## src/design/dcache_cfg_pkg.sv

```systemverilog
/*
 * Data cache geometry
 * 4-way, 64 sets, 64-byte lines, 40-bit physical address
 * Tag array word layout shared by RTL and testbench
 */
`default_nettype none

package dcache_cfg_pkg;

  // ==============================
  // Address split
  // ==============================
  // Byte in line is addr[5:0], set is addr[11:6], tag is addr[39:12]
  localparam int PADDR_WIDTH       = 40;
  localparam int LINE_OFFSET_WIDTH = 6;
  localparam int INDEX_WIDTH       = 6;
  localparam int TAG_WIDTH         = 28;

  // ==============================
  // Organization
  // ==============================
  // Set count doubles as reset sweep length
  localparam int NUM_SETS      = 64;
  localparam int NUM_WAYS      = 4;
  localparam int WAYS_PER_BANK = 2;

  // ==============================
  // Tag word widths
  // ==============================
  // Slot on the ctrl/array bus: valid, spare, tag
  localparam int SLOT_WIDTH    = 30;
  // Spare bit is not stored
  localparam int STORED_WIDTH  = 29;
  localparam int SRAM_WIDTH    = 58;
  localparam int WAY_VEC_WIDTH = 120;

endpackage

`default_nettype wire
```

## src/design/dcache_tag_pkg.sv

```systemverilog
/*
 * Tag path types
 * Way slot union, request operation codes and controller state codes
 */
`default_nettype none

package dcache_tag_pkg;

  import dcache_cfg_pkg::*;

  // One way slot of the 120-bit way vector
  // Controller decodes fields, array sees raw bits
  typedef union packed {
    struct packed {
      logic                 valid;
      // Always zero, dropped by the array
      logic                 spare;
      logic [TAG_WIDTH-1:0] tag;
    } f;
    logic [SLOT_WIDTH-1:0] raw;
  } tag_slot_u;

  // Request operations
  typedef enum logic [1:0] {
    OP_LOOKUP = 2'd0,
    OP_FILL   = 2'd1,
    OP_INVAL  = 2'd2
  } tag_op_e;

  // ==============================
  // Controller FSM encoding
  // ==============================
  localparam logic [1:0] ST_SWEEP   = 2'd0;
  localparam logic [1:0] ST_IDLE    = 2'd1;
  localparam logic [1:0] ST_ACCESS  = 2'd2;
  localparam logic [1:0] ST_RESPOND = 2'd3;

endpackage

`default_nettype wire

```

## src/design/dcache_tag_ctrl.sv

```systemverilog
/*
 * Data cache tag controller
 * Valid/ready request and response, reset sweep of all valid bits,
 * tag array sequencing and lookup compare
 */
`timescale 1ns/1ps
`default_nettype none

module dcache_tag_ctrl
  import dcache_cfg_pkg::*;
  import dcache_tag_pkg::*;
(
  input  logic                                     forever_cpuclk,
  input  logic                                     arst_n,
  input  logic                                     req_valid,
  output logic                                     req_ready,
  input  tag_op_e                                  req_op,
  input  logic [PADDR_WIDTH-1:0]                   req_addr,
  input  logic [NUM_WAYS-1:0]                      req_way,
  output logic                                     resp_valid,
  input  logic                                     resp_ready,
  output logic                                     resp_hit,
  output logic [NUM_WAYS-1:0]                      resp_way,
  output logic [NUM_WAYS-1:0]                      resp_set_valid,
  output logic                                     tag_cen,
  output logic                                     tag_gwen,
  output logic [WAY_VEC_WIDTH-1:0]                 tag_wen,
  output logic                                     tag_clk_en,
  output logic [NUM_WAYS-1:0]                      tag_way,
  output logic [INDEX_WIDTH+LINE_OFFSET_WIDTH-1:0] tag_idx,
  output logic [WAY_VEC_WIDTH-1:0]                 tag_din,
  input  logic [WAY_VEC_WIDTH-1:0]                 tag_dout
);

  logic [1:0]               state;
  logic [INDEX_WIDTH-1:0]   sweep_idx;
  // Registered request
  tag_op_e                  op_q;
  logic [PADDR_WIDTH-1:0]   addr_q;
  logic [NUM_WAYS-1:0]      way_q;
  // Array strobes
  logic                     sweep_wr;
  logic                     acc_rd;
  logic                     resp_load;
  logic                     resp_wr;
  logic                     wr_full;
  // Write vectors
  tag_slot_u                din_slot;
  tag_slot_u                wr_mask;
  tag_slot_u [NUM_WAYS-1:0] wen_slots;
  // Read decode
  tag_slot_u [NUM_WAYS-1:0] rd_slots;
  logic [NUM_WAYS-1:0]      set_valid;
  logic [NUM_WAYS-1:0]      hit_vec;

  // ==============================
  // Array access
  // ==============================
  assign sweep_wr  = (state == ST_SWEEP);
  // Every op reads all four ways first
  assign acc_rd    = (state == ST_ACCESS);
  // First RESPOND cycle, data from ACCESS edge on tag_dout
  assign resp_load = (state == ST_RESPOND) && !resp_valid;
  // Fill and invalidate write back on the RESPOND edge
  assign resp_wr   = resp_load && (op_q != OP_LOOKUP);
  assign wr_full   = resp_wr && (op_q == OP_FILL);

  assign tag_clk_en = sweep_wr | acc_rd | resp_wr;
  assign tag_cen    = ~(sweep_wr | acc_rd | resp_wr);
  assign tag_gwen   = ~(sweep_wr | resp_wr);
  // Write touches one way, so the other bank stays gated
  assign tag_way    = resp_wr ? way_q : {NUM_WAYS{1'b1}};
  assign tag_idx    = sweep_wr ? {sweep_idx, {LINE_OFFSET_WIDTH{1'b0}}}
                               : addr_q[INDEX_WIDTH+LINE_OFFSET_WIDTH-1:0];

  always_comb begin
    // Fill sets valid, invalidate and sweep clear it
    din_slot.raw     = '0;
    din_slot.f.valid = wr_full;
    din_slot.f.tag   = addr_q[PADDR_WIDTH-1 -: TAG_WIDTH];
    // Valid bit always, tag only on fill
    wr_mask.raw      = '0;
    wr_mask.f.valid  = 1'b1;
    wr_mask.f.tag    = {TAG_WIDTH{wr_full}};
    for (int w = 0; w < NUM_WAYS; w++) begin
      if (sweep_wr || (resp_wr && way_q[w])) begin
        wen_slots[w].raw = ~wr_mask.raw;
      end else begin
        wen_slots[w].raw = '1;
      end
    end
  end

  assign tag_din = {NUM_WAYS{din_slot.raw}};
  assign tag_wen = wen_slots;

  // ==============================
  // Tag compare
  // ==============================
  assign rd_slots = tag_dout;

  always_comb begin
    for (int w = 0; w < NUM_WAYS; w++) begin
      set_valid[w] = rd_slots[w].f.valid;
      hit_vec[w]   = rd_slots[w].f.valid &&
                     (rd_slots[w].f.tag == addr_q[PADDR_WIDTH-1 -: TAG_WIDTH]);
    end
  end

  // ==============================
  // FSM
  // ==============================
  assign req_ready = (state == ST_IDLE);

  always_ff @(posedge forever_cpuclk or negedge arst_n) begin
    if (!arst_n) begin
      state      <= ST_SWEEP;
      sweep_idx  <= '0;
      resp_valid <= 1'b0;
    end else begin
      case (state)
        ST_SWEEP: begin
          // One set cleared per cycle
          sweep_idx <= sweep_idx + 1'b1;
          if (sweep_idx == INDEX_WIDTH'(NUM_SETS - 1)) begin
            state <= ST_IDLE;
          end
        end
        ST_IDLE: begin
          if (req_valid) begin
            state <= ST_ACCESS;
          end
        end
        ST_ACCESS: begin
          state <= ST_RESPOND;
        end
        default: begin
          if (resp_load) begin
            resp_valid <= 1'b1;
          end else if (resp_ready) begin
            resp_valid <= 1'b0;
            state      <= ST_IDLE;
          end
        end
      endcase
    end
  end

  // Request and response payload
  always_ff @(posedge forever_cpuclk) begin
    if (req_valid && req_ready) begin
      op_q   <= req_op;
      addr_q <= req_addr;
      way_q  <= req_way;
    end
    if (resp_load) begin
      // Writes report the old valid bits and the written way
      resp_hit       <= (op_q == OP_LOOKUP) && (|hit_vec);
      resp_way       <= (op_q == OP_LOOKUP) ? hit_vec : way_q;
      resp_set_valid <= set_valid;
    end
  end

endmodule

`default_nettype wire

```

## config.mk

```make
export PLATFORM = sky130hd
export DESIGN_NAME = dcache_tag_ctrl
export DESIGN_NICKNAME = d
export VERILOG_FILES = /design/src/design/dcache_cfg_pkg.sv /design/src/design/dcache_tag_pkg.sv /design/src/design/dcache_tag_ctrl.sv
export SDC_FILE = /design/constraint.sdc
export NUM_CORES = 1
export LEC_CHECK = 0
export BUFFER_PORTS_ARGS = -buffer_cell sky130_fd_sc_hd__clkbuf_2
export CAP_MARGIN = 5
export CORE_AREA = 10 10 163 165
export DETAILED_ROUTE_END_ITERATION = 12
export DIE_AREA = 0 0 173 175
export MAX_ROUTING_LAYER = met4
export PLACE_DENSITY = 0.64
export SLEW_MARGIN = 40
export SYNTH_ARGS = -nofsm -noshare
export SYNTH_HDL_FRONTEND = slang
export SYNTH_SLANG_ARGS = --single-unit
```

## constraint.sdc

```tcl
create_clock -name forever_cpuclk -period 6.5 [get_ports forever_cpuclk]
set_input_delay 0.325 -clock forever_cpuclk [delete_from_list [all_inputs] [get_ports forever_cpuclk]]
set_output_delay 0.325 -clock forever_cpuclk [all_outputs]
set_load 0.01 [all_outputs]
```

==> metrics.csv <==
stage;metric;value;unit
logic_synthesis;Synth Cell Area;0.00546;mm2
sta;fmax;353;MHz
floorplanning;Total Die Area;0.0303;mm2
logic_synthesis;EDFF count, synth;55;
worst_setup_path;WP depth;5;
floorplanning;Boundary Pins;440;
grt;All-Layer GR Usage;13.4;%
logic_synthesis;syn avg cell area;10.3;um2
worst_setup_path;critical path class;flip-flop to output pin;
worst_setup_path;CP Data Arrival Time;2.51;ns
grt;initial antenna violation count;0;
clock_network;H-tree depth;3;
run_status;status;completed;
worst_setup_path;CP max FO;28;
grt;largest net degree at the start of global routing;48;
clock_network;hold bufs inserted after CTS;1;
placement;Placed Cells;1042;
route;Pre-antenna DRT Iters;4;
logic_synthesis;top-area cell type share of the netlist area;31.9;%
sta;worst setup margin;3.67;ns
worst_setup_path;end point of the critical path;tag_wen[40];
hold_path;Min-Delay Path Class;input port to flip-flop;
logic_synthesis;count leader, synth;buf_4;
route;DR vias/cell;3.81;
floorplanning;Core Region;0.0233;mm2
clock_network;Worst-path clk slew;0.07;ns
floorplanning;site row count;56;
final_layout;Design Area, Final;0.00656;mm2
sta;slew margin rel.;44.1;%
sta;Slew @ Worst Pin;0.830;ns
final_layout;area growth from synthesis to layout;20.1;%
logic_synthesis;Yosys top cell by area;buf_4;
final_layout;share of cells above drive strength 1;62.7;%
worst_setup_path;Setup crit start;state[0]$_DFFE_PN0P_;
worst_setup_path;CP endpoint kind;output pin;
clock_network;worst skew pair latency;0.34;ns
logic_synthesis;synth warn;0;
logic_synthesis;#FFs+latches synth;64;
placement;Cell Area, Placed;0.00621;mm2
route;routed len/inst;19.7;um
sta;Worst Skew;0.00824;ns
sta;setup tns final;0;ns
final_layout;post-layout util;28.2;%
logic_synthesis;Area contributors post-synth;buf_4, edfxtp_1, xnor2_1;
worst_setup_path;Critical Path Source Type;flip-flop;
worst_setup_path;RR Endpoint;resp_way[3]$_DFFE_PN_;
route;routed wire length;20.8;mm
logic_synthesis;register area share after synthesis;34.4;%
route;initial DRC count;135;
power_and_ir_drop;Power Dens Cells;320;mW/mm2
clock_network;CTS Buf Count;9;
sta;worst hold margin;0.154;ns
sta;final setup vio count;0;
worst_setup_path;CP cell instances;ha_1 > nand2b_4 > nor3b_2 > nand2b_2 > clkbuf_2;
run;number of max-cap violations;0;
sta;Hold Vio Cnt, Final;0;
logic_synthesis;Mapped Cells;530;
worst_setup_path;Worst path slowest cell;nor3b_2;
final_layout;multi-input combinational cell area;0.00179;mm2
worst_setup_path;CP max stage delay;0.67;ns
placement;Final GP Congestion;0.825;
sta;Final min period;2.83;ns
floorplanning;die height;175;um
placement;worst slack at placement;3.91;ns
power_and_ir_drop;VDD IR max;0.189;mV
power_and_ir_drop;Tot Pwr;2.10;mW
grt;vias in the first global route;4463;
clock_network;setup repair bufs after CTS;0;
grt;total gr overflow;0;
sta;RSZ-0062 raised after global routing;false;
route;post-route ant nets;0;
sta;Slew Limit Fails;0;
logic_synthesis;Post-synth top flop;edfxtp_1;
clock_network;Post-CTS Resized;0;
final_layout;# nets final;912;
clock_network;clock root buffer;clkbuf_16;
final_layout;Sequential cell area;0.00188;mm2
placement;DP HPWL;17.9;mm
floorplanning;Die W;173;um
logic_synthesis;Post-synth ARST share;14.1;%
final_layout;# diodes;0;
clock_network;Max Root-Sink Buffers;2;
route;vias;4036;
worst_setup_path;R2R Setup Slk;3.88;ns
worst_setup_path;CP delay by family, top;simple AND/OR/NAND/NOR gates;
worst_setup_path;Buf+Inv Stages, Crit Path;1;
worst_setup_path;cells on worst reg2reg path;4;
floorplanning;Starting Density;23.5;%
logic_synthesis;Yosys cell types;34;
clock_network;CTS tree;built;
sta;Tcrit/Tclk final;43.6;%
final_layout;post-route insts no fill;1059;
worst_setup_path;launch point of the worst reg-to-reg path;addr_q[35]$_DFFE_PP_;
grt;first-pass GRT wire length;29.4;mm
logic_synthesis;Post-synth top cells;buf_4, xnor2_1, edfxtp_1, xor2_1, nand4_1;
worst_setup_path;WP data required;6.17;ns
route;drc violations;0;
placement;number of buffers added on ports;427;
clock_network;clock sinks;64;
final_layout;FILL cells;2487;
power_and_ir_drop;cell leakage power;3.11;nW
[cells in the final DEF (no fill, tap or decap), drive strengths merged, types with 6 or more instances in the layout]
master and count:
conb 8, xnor2 71, ha 7, clkbuf 436
nor4 16, edfxtp 55, inv 6, dfrtp 9
nand4 22, xor2 46, o21ai 6, nand2 10
nor2b 7, mux2 8
[metal layers]
layer / vias to the layer above / wire (um) / track usage [%] / share of wire, %
met1: 1839 / 8520 / 15.8 / 41
li1: 1923 / - / - / -
met4: 0 / 214 / 3.41 / 1.0
met3: 15 / 2100 / 4.33 / 10
met5: - / 0 / - / 0
met2: 259 / 9990 / 21.7 / 48
[cell type report]
type,instances,area share (%)
timing repair buffer,429,32.8
sequential,64,28.6
multi-input combinational,227,27.3
tap,319,6.08
clock buffer,9,3.43
clock inverter,7,1.56
inverter,4,0.229
[how the worst min path moves through the flow]
stage            startpoint                     end  slack (ns)  cells past startpoint
6_report       req_addr[18]    addr_q[18]$_DFFE_PP_        0.15                      1
5_1_grt         req_addr[3]     addr_q[3]$_DFFE_PP_        0.13                      1
4_1_cts        req_addr[14]    addr_q[14]$_DFFE_PP_        0.13                      1
3_5_place_dp         arst_n  resp_valid$_DFFE_PN0P_        0.20                      1
3_3_place_gp         arst_n  resp_valid$_DFFE_PN0P_        0.20                      1
2_1_floorplan        arst_n  resp_valid$_DFFE_PN0P_        0.03                      0
[worst reg2reg max path, stage by stage, from the launching register on]
cell and delay [ns]:
edfxtp_1 0.64, xor2_1 0.26, nor4_1 0.75, nand4_1 0.38, o21ai_0 0.38
[cell families after synthesis]
kind of cell | synth area share [%]
other cells | 0.137
mux | 1.83
buf+inv | 33.6
fa+ha+maj | 1.60
flops | 34.4
compound gates | 1.56
simple gates | 8.11
xor+xnor | 18.8
[power breakdown]
| group | switching, mW | internal (mW) | total [mW] |
|---|---|---|---|
| combinational | 0.466 | 0.365 | 0.831 |
| clock | 0.213 | 0.341 | 0.554 |
| sequential | 0.146 | 0.566 | 0.712 |
[registers in the layout, summed over array words and instances (netlist names), 2 cells and up]
signal	cells
addr_q	40
resp_way	4
state	2
way_q	4
resp_set_valid	4
op_q	2
sweep_idx	6
No activity file was read; power rests on OpenSTA's default activity.
